### config.mk
export PLATFORM = sky130hd
export DESIGN_NAME = wasm_ctrl_unit
export DESIGN_NICKNAME = d
export VERILOG_FILES = /design/src/verilog/wasm_pkg.sv /design/src/verilog/wasm_decode_if.sv /design/src/verilog/leb128_decoder.sv /design/src/verilog/wasm_section_parser.sv /design/src/verilog/wasm_opcode_decoder.sv /design/src/verilog/wasm_ctrl_unit.sv
export SDC_FILE = /design/constraint.sdc
export NUM_CORES = 1
export LEC_CHECK = 0
export ABC_CLOCK_PERIOD_IN_PS = 4900
export BUFFER_PORTS_ARGS = -buffer_cell sky130_fd_sc_hd__buf_4
export CAP_MARGIN = 30
export CORE_UTILIZATION = 50
export CTS_CLUSTER_SIZE = 25
export DETAILED_ROUTE_END_ITERATION = 16
export PLACE_DENSITY = 0.74
export SYNTH_ARGS = -nofsm -noshare
export SYNTH_HDL_FRONTEND = slang
export SYNTH_SLANG_ARGS = --single-unit
### constraint.sdc
create_clock -name clk -period 4.9 [get_ports clk]
set_input_delay 0.735 -clock clk [delete_from_list [all_inputs] [get_ports clk]]
set_output_delay 0.735 -clock clk [all_outputs]
set_load 0.02 [all_outputs]
### src/verilog/wasm_pkg.sv
// widths, header constants, section id, opcode, ALU, push source, immediate and parser state types
`default_nettype none

package wasm_pkg;

    localparam int WORD_W = 32;
    localparam int LEB_MAX_BYTES = 5;
    localparam int LEB_BITS = LEB_MAX_BYTES * 8;
    localparam int LEB_LEN_W = $clog2(LEB_MAX_BYTES + 1);

    // "\0asm" followed by version 1, byte 0 in the low bits
    localparam logic [63:0] WASM_MAGIC_VERSION = 64'h0000_0001_6d73_6100;

    localparam logic [7:0] SECTION_ID_CODE = 8'd10;

    typedef enum logic [7:0] {
        OP_NOP       = 8'h01,
        OP_END       = 8'h0b,
        OP_DROP      = 8'h1a,
        OP_SELECT    = 8'h1b,
        OP_LOCAL_GET = 8'h20,
        OP_LOCAL_SET = 8'h21,
        OP_LOCAL_TEE = 8'h22,
        OP_I32_LOAD  = 8'h28,
        OP_I32_STORE = 8'h36,
        OP_I32_CONST = 8'h41,
        OP_EQZ       = 8'h45,
        OP_EQ        = 8'h46,
        OP_NE        = 8'h47,
        OP_LT_S      = 8'h48,
        OP_LT_U      = 8'h49,
        OP_GT_S      = 8'h4a,
        OP_GT_U      = 8'h4b,
        OP_LE_S      = 8'h4c,
        OP_LE_U      = 8'h4d,
        OP_GE_S      = 8'h4e,
        OP_GE_U      = 8'h4f,
        OP_ADD       = 8'h6a,
        OP_SUB       = 8'h6b,
        OP_AND       = 8'h71,
        OP_OR        = 8'h72,
        OP_SHL       = 8'h74,
        OP_SHR_S     = 8'h75,
        OP_SHR_U     = 8'h76,
        OP_ROTL      = 8'h77,
        OP_ROTR      = 8'h78
    } opcode_e;

    // encodings follow the existing ALU
    typedef enum logic [4:0] {
        ALU_ADD = 5'd0, ALU_SUB = 5'd1, ALU_AND_OP = 5'd2, ALU_OR_OP = 5'd3,
        ALU_SELECT = 5'd4, ALU_EQZ = 5'd5, ALU_EQ = 5'd6,
        ALU_LT_U = 5'd7, ALU_GT_U = 5'd8, ALU_LE_U = 5'd9, ALU_GE_U = 5'd10,
        ALU_LT_S = 5'd11, ALU_GT_S = 5'd12, ALU_LE_S = 5'd13, ALU_GE_S = 5'd14,
        ALU_NE = 5'd15,
        ALU_SHL = 5'd16, ALU_SHR_S = 5'd17, ALU_SHR_U = 5'd18,
        ALU_ROTL = 5'd19, ALU_ROTR = 5'd20
    } alu_op_e;

    typedef enum logic [1:0] {
        PUSH_ALU       = 2'd0,
        PUSH_MEMORY    = 2'd1,
        PUSH_IMMEDIATE = 2'd2,
        PUSH_LOCAL     = 2'd3
    } push_src_e;

    typedef enum logic [1:0] {
        IMM_NONE   = 2'd0,
        IMM_LEB    = 2'd1, // leb at byte 1
        IMM_MEMARG = 2'd2  // align at byte 1, offset leb at byte 2
    } imm_kind_e;

    typedef enum logic [2:0] {
        ST_MODULE_HEAD  = 3'd0,
        ST_SECTION_HEAD = 3'd1,
        ST_SECTION_SKIP = 3'd2,
        ST_CODE_HEAD    = 3'd3,
        ST_FUNC_HEAD    = 3'd4,
        ST_FUNC_BODY    = 3'd5,
        ST_HALTED       = 3'd6
    } parse_state_e;

endpackage

`default_nettype wire

### src/verilog/wasm_decode_if.sv
// parser to opcode decoder link with opcode, issue, immediate kind and value
`timescale 1ns/1ps
`default_nettype none

interface wasm_decode_if;
    import wasm_pkg::*;

    opcode_e             opcode;
    logic                issue;     // body opcode accepted this cycle
    imm_kind_e           imm_kind;
    logic [WORD_W-1:0]   imm_value;
    logic                known;

    modport parser (
        output opcode,
        output issue,
        output imm_value,
        input  imm_kind,
        input  known
    );

    modport decoder (
        input  opcode,
        input  issue,
        input  imm_value,
        output imm_kind,
        output known
    );

endinterface

`default_nettype wire

### src/verilog/leb128_decoder.sv
// combinational unsigned LEB128 decoder with byte count and overlong flag
`timescale 1ns/1ps
`default_nettype none

module leb128_decoder (
    input  wire logic [wasm_pkg::LEB_BITS-1:0]  bytes,
    output logic      [wasm_pkg::WORD_W-1:0]    value,
    output logic      [wasm_pkg::LEB_LEN_W-1:0] length,
    output logic                                overlong
);
    import wasm_pkg::*;

    logic [7*LEB_MAX_BYTES-1:0] groups; // 7-bit payloads packed in order

    always_comb begin
        length   = LEB_LEN_W'(LEB_MAX_BYTES);
        overlong = 1'b1;
        // walk downwards so the lowest terminating byte wins
        for (int i = LEB_MAX_BYTES - 1; i >= 0; i--) begin
            if (!bytes[8*i+7]) begin
                length   = LEB_LEN_W'(i + 1);
                overlong = 1'b0;
            end
        end
    end

    always_comb begin
        groups = '0;
        for (int i = 0; i < LEB_MAX_BYTES; i++) begin
            if (i < int'(length)) begin
                groups[7*i +: 7] = bytes[8*i +: 7];
            end
        end
    end

    assign value = groups[WORD_W-1:0]; // fifth byte gives only bits 31:28

endmodule

`default_nettype wire

### src/verilog/wasm_section_parser.sv
// module header, section, function and body FSM with per-cycle byte consume count
`timescale 1ns/1ps
`default_nettype none

module wasm_section_parser #(
    parameter int WINDOW_BYTES = 8
) (
    input  wire logic                                clk,
    input  wire logic                                rst_n,
    input  wire logic [WINDOW_BYTES*8-1:0]           window,
    input  wire logic                                window_valid,
    input  wire logic [wasm_pkg::WORD_W-1:0]         leb_value,
    input  wire logic [wasm_pkg::LEB_LEN_W-1:0]      leb_length,
    input  wire logic                                leb_overlong,
    output logic      [wasm_pkg::LEB_BITS-1:0]       leb_bytes,
    output logic      [$clog2(WINDOW_BYTES+1)-1:0]   consume,
    output logic                                     func_end,
    output logic                                     format_error,
    wasm_decode_if.parser                            dec
);
    import wasm_pkg::*;

    localparam int CW = $clog2(WINDOW_BYTES + 1);

    parse_state_e      state;
    logic [WORD_W-1:0] skip_left;   // bytes left in a skipped section
    logic [WORD_W-1:0] func_left;   // functions left in the code section
    logic [CW-1:0]     step;
    logic [CW-1:0]     skip_step;
    logic [7:0]        local_count;
    logic              bad;
    logic              is_end;

    assign dec.opcode    = opcode_e'(window[7:0]);
    assign dec.imm_value = leb_value;
    assign is_end        = dec.opcode == OP_END;
    assign local_count   = window[8*leb_length +: 8]; // byte after the body size

    assign skip_step = (skip_left < WORD_W'(WINDOW_BYTES)) ? CW'(skip_left)
                                                           : CW'(WINDOW_BYTES);

    always_comb begin
        leb_bytes = window[0 +: LEB_BITS];
        step      = '0;
        bad       = 1'b0;
        case (state)
            ST_MODULE_HEAD: begin
                step = CW'(8);
                bad  = window[63:0] != WASM_MAGIC_VERSION;
            end
            ST_SECTION_HEAD: begin
                leb_bytes = window[8 +: LEB_BITS];
                step      = CW'(leb_length) + CW'(1);
                bad       = leb_overlong;
            end
            ST_SECTION_SKIP: begin
                step = skip_step;
            end
            ST_CODE_HEAD: begin
                step = CW'(leb_length);
                bad  = leb_overlong;
            end
            ST_FUNC_HEAD: begin
                step = CW'(leb_length) + CW'(1);
                bad  = leb_overlong || local_count != 8'd0; // no local decls supported
            end
            ST_FUNC_BODY: begin
                case (dec.imm_kind)
                    IMM_LEB: begin
                        leb_bytes = window[8 +: LEB_BITS];
                        step      = CW'(leb_length) + CW'(1);
                        bad       = leb_overlong;
                    end
                    IMM_MEMARG: begin
                        leb_bytes = window[16 +: LEB_BITS];
                        step      = CW'(leb_length) + CW'(2);
                        bad       = leb_overlong;
                    end
                    default: step = CW'(1);
                endcase
                if (!dec.known) begin
                    bad = 1'b1;
                end
            end
            default: step = '0; // halted
        endcase
    end

    assign consume   = (window_valid && !bad) ? step : '0;
    assign dec.issue = window_valid && state == ST_FUNC_BODY && !bad && !is_end;

    always_ff @(posedge clk or negedge rst_n) begin
        if (!rst_n) begin
            state        <= ST_MODULE_HEAD;
            skip_left    <= '0;
            func_left    <= '0;
            func_end     <= 1'b0;
            format_error <= 1'b0;
        end else begin
            func_end <= 1'b0;
            if (window_valid && bad) begin
                state        <= ST_HALTED;
                format_error <= 1'b1;
            end else if (window_valid) begin
                case (state)
                    ST_MODULE_HEAD: state <= ST_SECTION_HEAD;
                    ST_SECTION_HEAD: begin
                        skip_left <= leb_value;
                        if (window[7:0] == SECTION_ID_CODE) begin
                            state <= ST_CODE_HEAD;
                        end else if (leb_value != '0) begin
                            state <= ST_SECTION_SKIP;
                        end
                    end
                    ST_SECTION_SKIP: begin
                        skip_left <= skip_left - WORD_W'(skip_step);
                        if (skip_left == WORD_W'(skip_step)) begin
                            state <= ST_SECTION_HEAD;
                        end
                    end
                    ST_CODE_HEAD: begin
                        func_left <= leb_value;
                        state     <= (leb_value == '0) ? ST_SECTION_HEAD : ST_FUNC_HEAD;
                    end
                    ST_FUNC_HEAD: state <= ST_FUNC_BODY;
                    ST_FUNC_BODY: begin
                        if (is_end) begin
                            func_end  <= 1'b1;
                            func_left <= func_left - 1'b1;
                            state     <= (func_left == 1) ? ST_SECTION_HEAD : ST_FUNC_HEAD;
                        end
                    end
                    default: state <= state;
                endcase
            end
        end
    end

    a_consume_idle: assert property (@(posedge clk) disable iff (!rst_n)
        !window_valid |-> consume == '0);

    a_consume_max: assert property (@(posedge clk) disable iff (!rst_n)
        int'(consume) <= WINDOW_BYTES);

    a_halt_sticky: assert property (@(posedge clk) disable iff (!rst_n)
        state == ST_HALTED |=> state == ST_HALTED);

endmodule

`default_nettype wire

### src/verilog/wasm_opcode_decoder.sv
// opcode table and registered stack machine control bundle
`timescale 1ns/1ps
`default_nettype none

module wasm_opcode_decoder (
    input  wire logic                        clk,
    input  wire logic                        rst_n,
    wasm_decode_if.decoder                   dec,
    output logic                             op_valid,
    output logic      [1:0]                  pop_num,
    output logic                             push_num,
    output wasm_pkg::push_src_e              push_src,
    output wasm_pkg::alu_op_e                alu_op,
    output logic      [wasm_pkg::WORD_W-1:0] imm_value,
    output logic                             local_get,
    output logic                             local_set,
    output logic                             load_en,
    output logic                             store_en
);
    import wasm_pkg::*;

    logic [1:0] t_pop;
    logic       t_push;
    push_src_e  t_src;
    alu_op_e    t_alu;
    logic       t_lget;
    logic       t_lset;
    logic       t_load;
    logic       t_store;

    always_comb begin
        dec.known    = 1'b1;
        dec.imm_kind = IMM_NONE;
        t_pop   = 2'd0;
        t_push  = 1'b0;
        t_src   = PUSH_ALU;
        t_lget  = 1'b0;
        t_lset  = 1'b0;
        t_load  = 1'b0;
        t_store = 1'b0;
        case (dec.opcode)
            OP_NOP, OP_END: t_pop = 2'd0;
            OP_DROP: t_pop = 2'd1;
            OP_SELECT: begin
                t_pop  = 2'd3;
                t_push = 1'b1;
            end
            OP_EQZ: begin
                t_pop  = 2'd1;
                t_push = 1'b1;
            end
            OP_EQ, OP_NE, OP_LT_S, OP_LT_U, OP_GT_S, OP_GT_U, OP_LE_S, OP_LE_U,
            OP_GE_S, OP_GE_U, OP_ADD, OP_SUB, OP_AND, OP_OR, OP_SHL, OP_SHR_S,
            OP_SHR_U, OP_ROTL, OP_ROTR: begin
                t_pop  = 2'd2;
                t_push = 1'b1;
            end
            OP_I32_CONST: begin
                dec.imm_kind = IMM_LEB;
                t_push       = 1'b1;
                t_src        = PUSH_IMMEDIATE;
            end
            OP_LOCAL_GET: begin
                dec.imm_kind = IMM_LEB; // local index
                t_push       = 1'b1;
                t_src        = PUSH_LOCAL;
                t_lget       = 1'b1;
            end
            OP_LOCAL_SET: begin
                dec.imm_kind = IMM_LEB;
                t_pop        = 2'd1;
                t_lset       = 1'b1;
            end
            OP_LOCAL_TEE: begin
                dec.imm_kind = IMM_LEB; // value stays on the stack
                t_lset       = 1'b1;
            end
            OP_I32_LOAD: begin
                dec.imm_kind = IMM_MEMARG;
                t_pop        = 2'd1;
                t_push       = 1'b1;
                t_src        = PUSH_MEMORY;
                t_load       = 1'b1;
            end
            OP_I32_STORE: begin
                dec.imm_kind = IMM_MEMARG;
                t_pop        = 2'd2; // address and value
                t_store      = 1'b1;
            end
            default: dec.known = 1'b0;
        endcase
    end

    always_comb begin
        case (dec.opcode)
            OP_SELECT: t_alu = ALU_SELECT;
            OP_EQZ:    t_alu = ALU_EQZ;
            OP_EQ:     t_alu = ALU_EQ;
            OP_NE:     t_alu = ALU_NE;
            OP_LT_S:   t_alu = ALU_LT_S;
            OP_LT_U:   t_alu = ALU_LT_U;
            OP_GT_S:   t_alu = ALU_GT_S;
            OP_GT_U:   t_alu = ALU_GT_U;
            OP_LE_S:   t_alu = ALU_LE_S;
            OP_LE_U:   t_alu = ALU_LE_U;
            OP_GE_S:   t_alu = ALU_GE_S;
            OP_GE_U:   t_alu = ALU_GE_U;
            OP_SUB:    t_alu = ALU_SUB;
            OP_AND:    t_alu = ALU_AND_OP;
            OP_OR:     t_alu = ALU_OR_OP;
            OP_SHL:    t_alu = ALU_SHL;
            OP_SHR_S:  t_alu = ALU_SHR_S;
            OP_SHR_U:  t_alu = ALU_SHR_U;
            OP_ROTL:   t_alu = ALU_ROTL;
            OP_ROTR:   t_alu = ALU_ROTR;
            default:   t_alu = ALU_ADD; // add also forms load/store addresses
        endcase
    end

    always_ff @(posedge clk or negedge rst_n) begin
        if (!rst_n) begin
            op_valid  <= 1'b0;
            pop_num   <= 2'd0;
            push_num  <= 1'b0;
            push_src  <= PUSH_ALU;
            alu_op    <= ALU_ADD;
            local_get <= 1'b0;
            local_set <= 1'b0;
            load_en   <= 1'b0;
            store_en  <= 1'b0;
        end else begin
            op_valid <= dec.issue;
            if (dec.issue) begin
                pop_num   <= t_pop;
                push_num  <= t_push;
                push_src  <= t_src;
                alu_op    <= t_alu;
                local_get <= t_lget;
                local_set <= t_lset;
                load_en   <= t_load;
                store_en  <= t_store;
            end
        end
    end

    always_ff @(posedge clk) begin
        if (dec.issue) begin
            imm_value <= dec.imm_value;
        end
    end

    a_no_unknown_op: assert property (@(posedge clk) disable iff (!rst_n)
        dec.issue && !dec.known |=> !op_valid);

endmodule

`default_nettype wire

### src/verilog/wasm_ctrl_unit.sv
// top level joining section parser, LEB128 decoder and opcode decoder
`timescale 1ns/1ps
`default_nettype none

module wasm_ctrl_unit #(
    parameter int WINDOW_BYTES = 8
) (
    input  wire logic                               clk,
    input  wire logic                               rst_n,
    input  wire logic [WINDOW_BYTES*8-1:0]          window,
    input  wire logic                               window_valid,
    output logic      [$clog2(WINDOW_BYTES+1)-1:0]  consume,
    output logic                                    op_valid,
    output logic      [1:0]                         pop_num,
    output logic                                    push_num,
    output wasm_pkg::push_src_e                     push_src,
    output wasm_pkg::alu_op_e                       alu_op,
    output logic      [wasm_pkg::WORD_W-1:0]        imm_value,
    output logic                                    local_get,
    output logic                                    local_set,
    output logic                                    load_en,
    output logic                                    store_en,
    output logic                                    func_end,
    output logic                                    format_error
);
    import wasm_pkg::*;

    logic [LEB_BITS-1:0]  leb_bytes;
    logic [WORD_W-1:0]    leb_value;
    logic [LEB_LEN_W-1:0] leb_length;
    logic                 leb_overlong;

    wasm_decode_if dec_if ();

    wasm_section_parser #(
        .WINDOW_BYTES (WINDOW_BYTES)
    ) u_parser (
        .clk          (clk),
        .rst_n        (rst_n),
        .window       (window),
        .window_valid (window_valid),
        .leb_value    (leb_value),
        .leb_length   (leb_length),
        .leb_overlong (leb_overlong),
        .leb_bytes    (leb_bytes),
        .consume      (consume),
        .func_end     (func_end),
        .format_error (format_error),
        .dec          (dec_if.parser)
    );

    leb128_decoder u_leb (
        .bytes    (leb_bytes),
        .value    (leb_value),
        .length   (leb_length),
        .overlong (leb_overlong)
    );

    wasm_opcode_decoder u_decoder (
        .clk       (clk),
        .rst_n     (rst_n),
        .dec       (dec_if.decoder),
        .op_valid  (op_valid),
        .pop_num   (pop_num),
        .push_num  (push_num),
        .push_src  (push_src),
        .alu_op    (alu_op),
        .imm_value (imm_value),
        .local_get (local_get),
        .local_set (local_set),
        .load_en   (load_en),
        .store_en  (store_en)
    );

endmodule

`default_nettype wire

==> reports/qor.txt, run 1 <==
Result of the run: finished, final reports clean
RR Endpoint: u_parser.skip_left[26]
Max VDD drop: 380.1 µV
Reg clk slew, reported paths: 0.06 ns
# IOs: 120
WP data arrival: 4.08 ns
DP Wirelength: 21670 µm
Drc violations: 0
Fin. Hold Viols: 0
Commonest non-fill, non-tap cell in the layout: buf_4
PortBufs: 119
Skew-Pair Late Insertion Delay: 0.43 ns
Vias: 9604
Most area-consuming cells after synthesis: dfrtp_1 (25%), edfxtp_1 (11%), a21oi_1 (8.1%)
Hold_buf cts: 0
Asr flop ratio synth: 0.7241
Clock period minus worst slack: 4.815 ns
Synth-to-layout area growth: 32.10%
Crit Path Category: in -> out
CTS buffer count: 17
NumNets Final: 1320
Antenna-violating nets left: 0
Final period utilization: 0.9826
DR WL/cell: 20.70 µm
Non-Filler Instances: 1476
R2r setup slk: 0.73 ns
YS warnings: 0
Max-cap violations: 0
All-Layer GR Usage: 0.3527
Placer Congestion: 0.9943
Core ar.: 0.01652 mm²
Pin count of the biggest net entering global routing: 63
Cell Area, Synth: 0.008414 mm²
H-tree depth: 4
Top-area cell type share of the netlist area: 0.2498
Total clock sinks: 116
Average size of a mapped cell: 7.908 µm²
Final setup fails: 0
CP endpoint kind: primary output
Clock Tree Buf Depth: 2
Most frequent cells in the layout: buf_4 (232), a21oi_1 (134), o21ai_0 (106)
Yosys reg bits: 116
Ratio of cells with drive above 1 in the final layout: 0.2643
Die area: 0.01735 mm²
Slew @ Worst Pin: 1.009 ns
Final WS setup: 0.08525 ns
Power per cell area: 515.3 mW/mm²
Yosys top cell by area: dfrtp_1
Worst r2r src: u_parser.skip_left[4]
R2R depth: 12
Synth Instances: 1064
Antenna Cells: 0
Routed wire length: 30550 µm
Die Height: 131.7 µm
Global route total overflow: 0
Antenna violations before repair: 0
Critical Path RT: 4.16 ns
Setup Slack @ Placement: -0.2188 ns
Post-synth EDFFs: 32
Row Count: 47
Initial Utilization: 0.5092
Hold/Removal Path Class: in -> async
Die span in x: 131.7 µm
Dpl cells: 1436
Syn nets: 1141
First-pass GRT wire length: 48040 µm
Fmax: 207.7 MHz
Drt first pass iters: 7
Clk_skew: 0.01244 ns
Iter 0 DRT Violations: 1162
CTS tree: yes
Clock Root Buffer: clkbuf_16
Yosys cell types: 85
Vias per std cell: 6.507
Vias in the first global route: 8975
Worst setup SP type: primary input
Crit Path Max Fanout: 7
Max-slew violations: 0
Ys flop type: dfrtp_1
Pleak: 4.622 nW
Overall power: 0.005727 W
Share of the yosys chip area belonging to registers: 0.3640
Slew HR: 0.3223
-- stage by stage --
stage / TNS [ns] / utilization / hold slack [ns] / cell area, µm²
2_1_floorplan: 0 / - / 0.4394 / 8512
3_5_place_dp: -2.960 / 0.6176 / 0.4600 / 10210
4_1_cts: 0 / 0.6606 / 0.3222 / 10920
6_report: 0 / 0.6727 / 0.3115 / 11120
3_3_place_gp: -0.8762 / 0.6176 / 0.4528 / 10210
5_1_grt: -0.01584 / 0.6727 / 0.3536 / 11120
-- critical path, cell delays in order --
cell	delay (ns)
buf_4	0.11
buf_4	0.13
or4b_4	0.54
o21ai_4	0.18
nand2_2	0.11
inv_2	0.08
ha_4	0.16
buf_8	0.13
a22oi_2	0.06
or4_4	0.53
a2111oi_4	0.28
or4b_1	0.47
nand4_1	0.17
nor3b_4	0.09
a21boi_4	0.15
buf_4	0.16
-- power breakdown --
part,internal [W],switching [W]
logic,0.00108,0.00161
registers,0.00134,0.000398
clock network,0.000848,0.000448
total,0.00327,0.00246
-- flip-flops by register name (all words and copies together), names as in the netlist, 2 cells and up --
signal and count:
u_parser.func_left 32, u_decoder.pop_num 2, u_decoder.push_src 2, u_decoder.imm_value 32
u_parser.state 3, u_decoder.alu_op 5, u_parser.skip_left 32
-- worst max path at each step --
stage	startpoint	end	slack (ns)	cells past startpoint
after floorplan	window[1]	u_decoder.imm_value[0]	0.01	13
after global placement	window[1]	consume[0]	-0.15	14
after detailed placement	window[1]	u_parser.skip_left[15]	-0.22	17
after CTS	window[4]	consume[0]	0.02	17
after global routing	window[4]	consume[0]	-0.01	19
final	window[4]	consume[3]	0.09	16
-- cells in the mapped netlist, types with 7 or more instances --
cell,n
a211oi_1,7
a21o_1,12
a21oi_1,136
a221oi_1,14
a22o_1,10
a22oi_1,20
a311oi_1,7
a31oi_1,11
and2_1,22
buf_2,16
clkbuf_1,53
dfrtp_1,84
edfxtp_1,32
ha_1,10
inv_1,32
nand2_1,98
nand2b_1,10
nand3_1,25
nand4_1,7
nor2_1,97
nor3_1,39
nor4_1,30
o21ai_0,110
o22ai_1,14
o31ai_1,13
or2_2,8
or3_1,13
or4_1,8
-- area by class of cell --
class                           instances  area [µm²]
Multi-Input combinational cell        836        5185
Clock buffer                           25       528.0
Inverter                               33       130.1
Clock inverter                          7       92.59
Tap cell                              220       275.3
Fill cell                            1380        5409
Sequential cell                       116        3063
Timing Repair Buffer                  239        1842
-- per-layer routing --
layer	share of wire	wire [µm]	global-route usage	vias to the layer above
met5	0	0	0	-
met4	0.038	1158	0.1718	0
met3	0.10	3079	0.07909	101
met2	0.46	13970	0.5353	568
met1	0.40	12340	0.4759	4561
li1	-	-	-	4374
-- repair_timing --
item                       4_1_cts  5_1_grt
buffers inserted                 1        7
gates resized for setup         14       30
setup endpoints to repair        4        4
pin swaps                        5       15
-- cells by family after synthesis --
kind of cell / synth area share
compound gates: 0.3130
simple gates: 0.2449
flops: 0.3640
buf+inv: 0.05591
fa+ha+maj: 0.01487
xor+xnor: 0.003123
mux: 0.003717
other cells: 0.0004457
(Power assumes the default switching activity.)
==> inputs of run 2 (changes only) <==
Settings changed: CORE_MARGIN set to 2, CTS_BUF_LIST set to sky130_fd_sc_hd__clkbuf_2, PLACE_DENSITY 0.74 to 0.72.
==> run 2 against run 1 <==
Worst hold slack better by 0.046 ns. Critical endpoint is now consume[0]. Die area is 3.1% higher. Register-to-register slack gained 0.09 ns. Setup slack got worse by 0.031 ns. Clock skew increased by 0.032 ns. Critical path type unchanged. Largest cell class unchanged.
==> reports/qor.txt, run 2 (synthesis results as in run 1) <==
Fin. Hold Viols: 0
Result of the run: finished, final reports clean
Worst setup SP type: primary input
Die Height: 133.7 µm
Row Count: 47
Antenna-violating nets left: 0
Initial Utilization: 0.5092
Setup_tns: 0 ns
Global route total overflow: 0
Crit Path Category: in -> out
DR WL/cell: 20.26 µm
Placer Congestion: 0.9612
Synth-to-layout area growth: 29.18%
CP endpoint kind: primary output
Most frequent cells in the layout: buf_4 (236), a21oi_1 (134), o21ai_0 (105)
Clock Root Buffer: clkbuf_2
Vias: 9591
Die area: 0.01788 mm²
Pleak: 4.548 nW
NumNets Final: 1331
CP dominant cell by count: buf_4
Slew HR: 0.3586
Final hold slack: 0.3571 ns
Max-slew violations: 0
Skew-Pair Late Insertion Delay: 0.71 ns
Non-Filler Instances: 1488
Drt first pass iters: 6
Max incr delay on CP: 0.54 ns
Overall power: 0.005113 W
Hold/Removal Path Class: in -> reg
Slew @ Worst Pin: 0.9548 ns
Total clock sinks: 116
Final setup fails: 0
H-tree depth: 4
Drc violations: 0
Post-layout util: 0.6578
Critical Path RT: 4.16 ns
Clk_skew: 0.04467 ns
Crit Path Max Fanout: 7
Fmax: 206.4 MHz
Clock Tree Buf Depth: 2
Core ar.: 0.01652 mm²
Vias in the first global route: 8788
DP Wirelength: 21940 µm
Worst-path cell chain: buf_4 -> or4b_4 -> a211oi_4 -> buf_4 -> inv_1 -> ha_4 -> buf_6 -> buf_4 -> buf_4 -> a22o_1 -> o22ai_2 -> or2_4 -> buf_6 -> or4b_4 -> nand4_1 -> nor3b_4 -> nand2_4 -> a31oi_4 -> buf_6
All-Layer GR Usage: 0.3387
Reg clk slew, reported paths: 0.20 ns
Antenna violations before repair: 2
WP data arrival: 4.11 ns
Ratio of cells with drive above 1 in the final layout: 0.2731
First-pass GRT wire length: 47480 µm
Commonest non-fill, non-tap cell in the layout: buf_4
Biggest regs: u_decoder.imm_value (32), u_parser.func_left (32), u_parser.skip_left (32)
Clock period minus worst slack: 4.845 ns
CTS buffer count: 17
# IOs: 120
Dpl cells: 1443
Pin count of the biggest net entering global routing: 57
Max-cap violations: 0
Routed wire length: 30150 µm
PortBufs: 119
Iter 0 DRT Violations: 1260
Power per cell area: 470.5 mW/mm²
# fillers: 1446
Worst path slowest cell: or4b_4
Crit path buffers/inverters: 8
Die span in x: 133.7 µm
CTS tree: yes
Vias per std cell: 6.446
Final period utilization: 0.9888
Max VDD drop: 315.2 µV
CP top delay family: simple AND/OR/NAND/NOR gates
-- run 2: final timing paths --
| path | startpoint | end | slack (ns) | depth (start not counted) |
|---|---|---|---|---|
| worst max-delay path | window[1] | consume[0] | 0.05 | 19 |
| worst min-delay path | window_valid | u_parser.state[2] | 0.36 | 3 |
| worst max register to register | u_parser.state[0] | u_parser.state[2] | 0.82 | 15 |
| worst min register to register | u_parser.format_error | u_parser.format_error | 0.50 | 1 |
| max in group asynchronous | rst_n | u_parser.skip_left[3] | 3.34 | 3 |
| min in group asynchronous | rst_n | u_decoder.alu_op[3] | 0.57 | 2 |
-- run 2: where the power goes --
part           switching, W  internal (W)
clock network      0.000369      0.000280
logic               0.00163       0.00112
registers          0.000376       0.00133
-- run 2: layer usage --
metal | up-vias | share of wire | GRT usage
met2 | 548 | 0.45 | 0.5160
met5 | - | 0 | 0
met3 | 99 | 0.094 | 0.07116
met4 | 0 | 0.036 | 0.1383
li1 | 4411 | - | -
met1 | 4533 | 0.42 | 0.4707
-- run 2: layout make-up --
class                   count  area, µm²  share of cell area
diodes                      1      2.502           0.0002302
clock buffers              19      95.09            0.008749
clock inverters            13      141.4             0.01301
inverters                  33      130.1             0.01197
multi-input cells         836       5213              0.4796
flip-flops and latches    116       3063              0.2818
well taps                 220      275.3             0.02533
repair buffers            250       1949              0.1793
-- run 2: timing repair --
action                                  in CTS  in global routing
pin swaps                                    9                 21
hold endpoints to repair                    33                  0
endpoints found under the setup margin       4                  4
hold buffers                                 1                  0
resized for setup                           26                 31
buffers inserted                             6                  6
-- run 2: metrics by stage --
stage | instance area (µm²) | setup WS (ns)
6_report | 10870 | 0.05465
5_1_grt | 10870 | -0.07373
4_1_cts | 10650 | 0.007407
3_5_place_dp | 10260 | -0.4153
3_3_place_gp | 10260 | -0.3490
2_1_floorplan | 8512 | 0.01497
-- run 2: worst min-delay path, cell delays in order --
cell and delay (ns):
buf_4 0.13, a21oi_1 0.07, a2bb2oi_1 0.11
==> inputs of run 3 (changes only) <==
--- a/constraint.sdc
+++ b/constraint.sdc
@@ -3,2 +3,2 @@
 set_output_delay 0.735 -clock clk [all_outputs]
-set_load 0.02 [all_outputs]
+set_load 0.05 [all_outputs]
==> run 3 against run 2 <==
Non-clock buffer count down 11. Critical path type unchanged. Routed wire length about the same. Global-route usage up 0.21 points. Die area unchanged. Cell count down 0.74%. Highest routed layer unchanged. Power up 4.1%. Largest power group unchanged.
==> reports/qor.txt, run 3 (synthesis results as in run 1) <==
Result of the run: finished, final reports clean
CTS buffer count: 17
Antenna violations before repair: 2
Core ar.: 0.01652 mm²
Die Height: 133.7 µm
Initial Utilization: 0.5092
Biggest regs: u_decoder.imm_value (32), u_parser.func_left (32), u_parser.skip_left (32)
Routed wire length: 30170 µm
Final setup fails: 0
Synth-to-layout area growth: 28.86%
Vias in the first global route: 8792
Worst setup SP type: primary input
CP endpoint kind: primary output
Power per cell area: 491.0 mW/mm²
Die area: 0.01788 mm²
# IOs: 120
Placer Congestion: 1.050
WP data arrival: 4.13 ns
Drc violations: 0
DR WL/cell: 20.43 µm
Clock Root Buffer: clkbuf_2
H-tree depth: 4
Ratio of cells with drive above 1 in the final layout: 0.2691
Die span in x: 133.7 µm
PortBufs: 119
R2r setup slk: 0.80 ns
Total clock sinks: 116
Vias: 9573
DP Wirelength: 21970 µm
All-Layer GR Usage: 0.3408
Row Count: 47
Fin. Hold Viols: 0
Global route total overflow: 0
Clk_skew: 0.04763 ns
Critical Path RT: 4.16 ns
Skew-Pair Late Insertion Delay: 0.71 ns
Final period utilization: 0.9924
Reg clk slew, reported paths: 0.17 ns
Vias per std cell: 6.481
Slew HR: 0.4840
Commonest non-fill, non-tap cell in the layout: buf_4
Iter 0 DRT Violations: 1179
Antenna-violating nets left: 0
Clock Tree Buf Depth: 2
Most frequent cells in the layout: buf_4 (223), a21oi_1 (134), o21ai_0 (104)
Max-cap violations: 0
Max VDD drop: 405.6 µV
Crit Path Category: in -> out
RSZ-0062 raised after global routing: true
Slew @ Worst Pin: 0.7670 ns
Hold/Removal Path Class: in -> reg
Final WS setup: 0.03705 ns
Clock period minus worst slack: 4.863 ns
Drt first pass iters: 9
Setup Slack @ Placement: -0.1958 ns
Final hold slack: 0.4270 ns
First-pass GRT wire length: 47860 µm
Max-slew violations: 0
CTS tree: yes
Crit Path Max Fanout: 6
NumNets Final: 1320
Fmax: 205.6 MHz
Pin count of the biggest net entering global routing: 57
Pleak: 4.504 nW
run 3: worst max-delay path, cell delays in order:
cell       delay, ns
buf_6           0.09
buf_6           0.11
or4b_4          0.53
o21ai_4         0.18
nand2_2         0.10
inv_2           0.08
ha_4            0.14
buf_6           0.12
a22oi_2         0.06
or4_4           0.53
a2111oi_4       0.34
or4b_1          0.46
nand4_1         0.19
nor3b_4         0.09
nand2_4         0.12
a31oi_4         0.05
buf_6           0.18
run 3: timing repair:
action	in CTS	in global routing
resized for setup	23	32
pin swaps	8	14
cloned	0	0
buffers inserted	5	5
hold endpoints to repair	1	0
endpoints found under the setup margin	4	4
hold buffers	1	0
run 3: stage by stage:
step           cell area [µm²]  power [W]  TNS [ns]  cells    util
2_1_floorplan             8521   0.003350         0   1064       -
3_3_place_gp             10190   0.004311    -2.107   1432  0.6169
3_5_place_dp             10190   0.004373    -9.868   1432  0.6169
4_1_cts                  10650   0.005187         0   1470  0.6447
5_1_grt                  10840   0.005650   -0.1055   1477  0.6562
6_report                 10840   0.005324         0   1477  0.6562
run 3: path summary, 6_finish.rpt:
path                                  startpoint                      to  cells past startpoint
setup / recovery                       window[4]              consume[0]                     17
hold / removal                      window_valid       u_parser.state[2]                      3
setup reg to reg           u_parser.skip_left[6]  u_parser.skip_left[26]                     12
max in group asynchronous                  rst_n  u_parser.func_left[27]                      3
hold reg to reg            u_parser.format_error   u_parser.format_error                      1
min in group asynchronous                  rst_n   u_parser.format_error                      2
run 3: cell type report:
type	count	area [µm²]
Multi-Input combinational cell	836	5206
Inverter	33	127.6
Clock buffer	17	85.08
Timing Repair Buffer	239	1879
Tap cell	220	275.3
Antenna cell	1	2.502
Sequential cell	116	3063
Fill cell	1436	5682
Clock inverter	15	203.9
run 3: where the power goes:
part | switching (W) | total, W | leakage [nW] | internal [W]
combinational | 0.00176 | 0.00286 | 2.99 | 0.00111
sequential | 0.000372 | 0.00170 | 1.34 | 0.00133
clock | 0.000419 | 0.000759 | 0.165 | 0.000340
run 3: metal layers:
metal  wire length [µm]  global-route usage  vias up
li1                   -                   -     4397
met1              12630              0.4838     4506
met2              13400              0.5080      563
met3               2976             0.07040      107
met4               1165              0.1395        0
met5                  0                   0        -
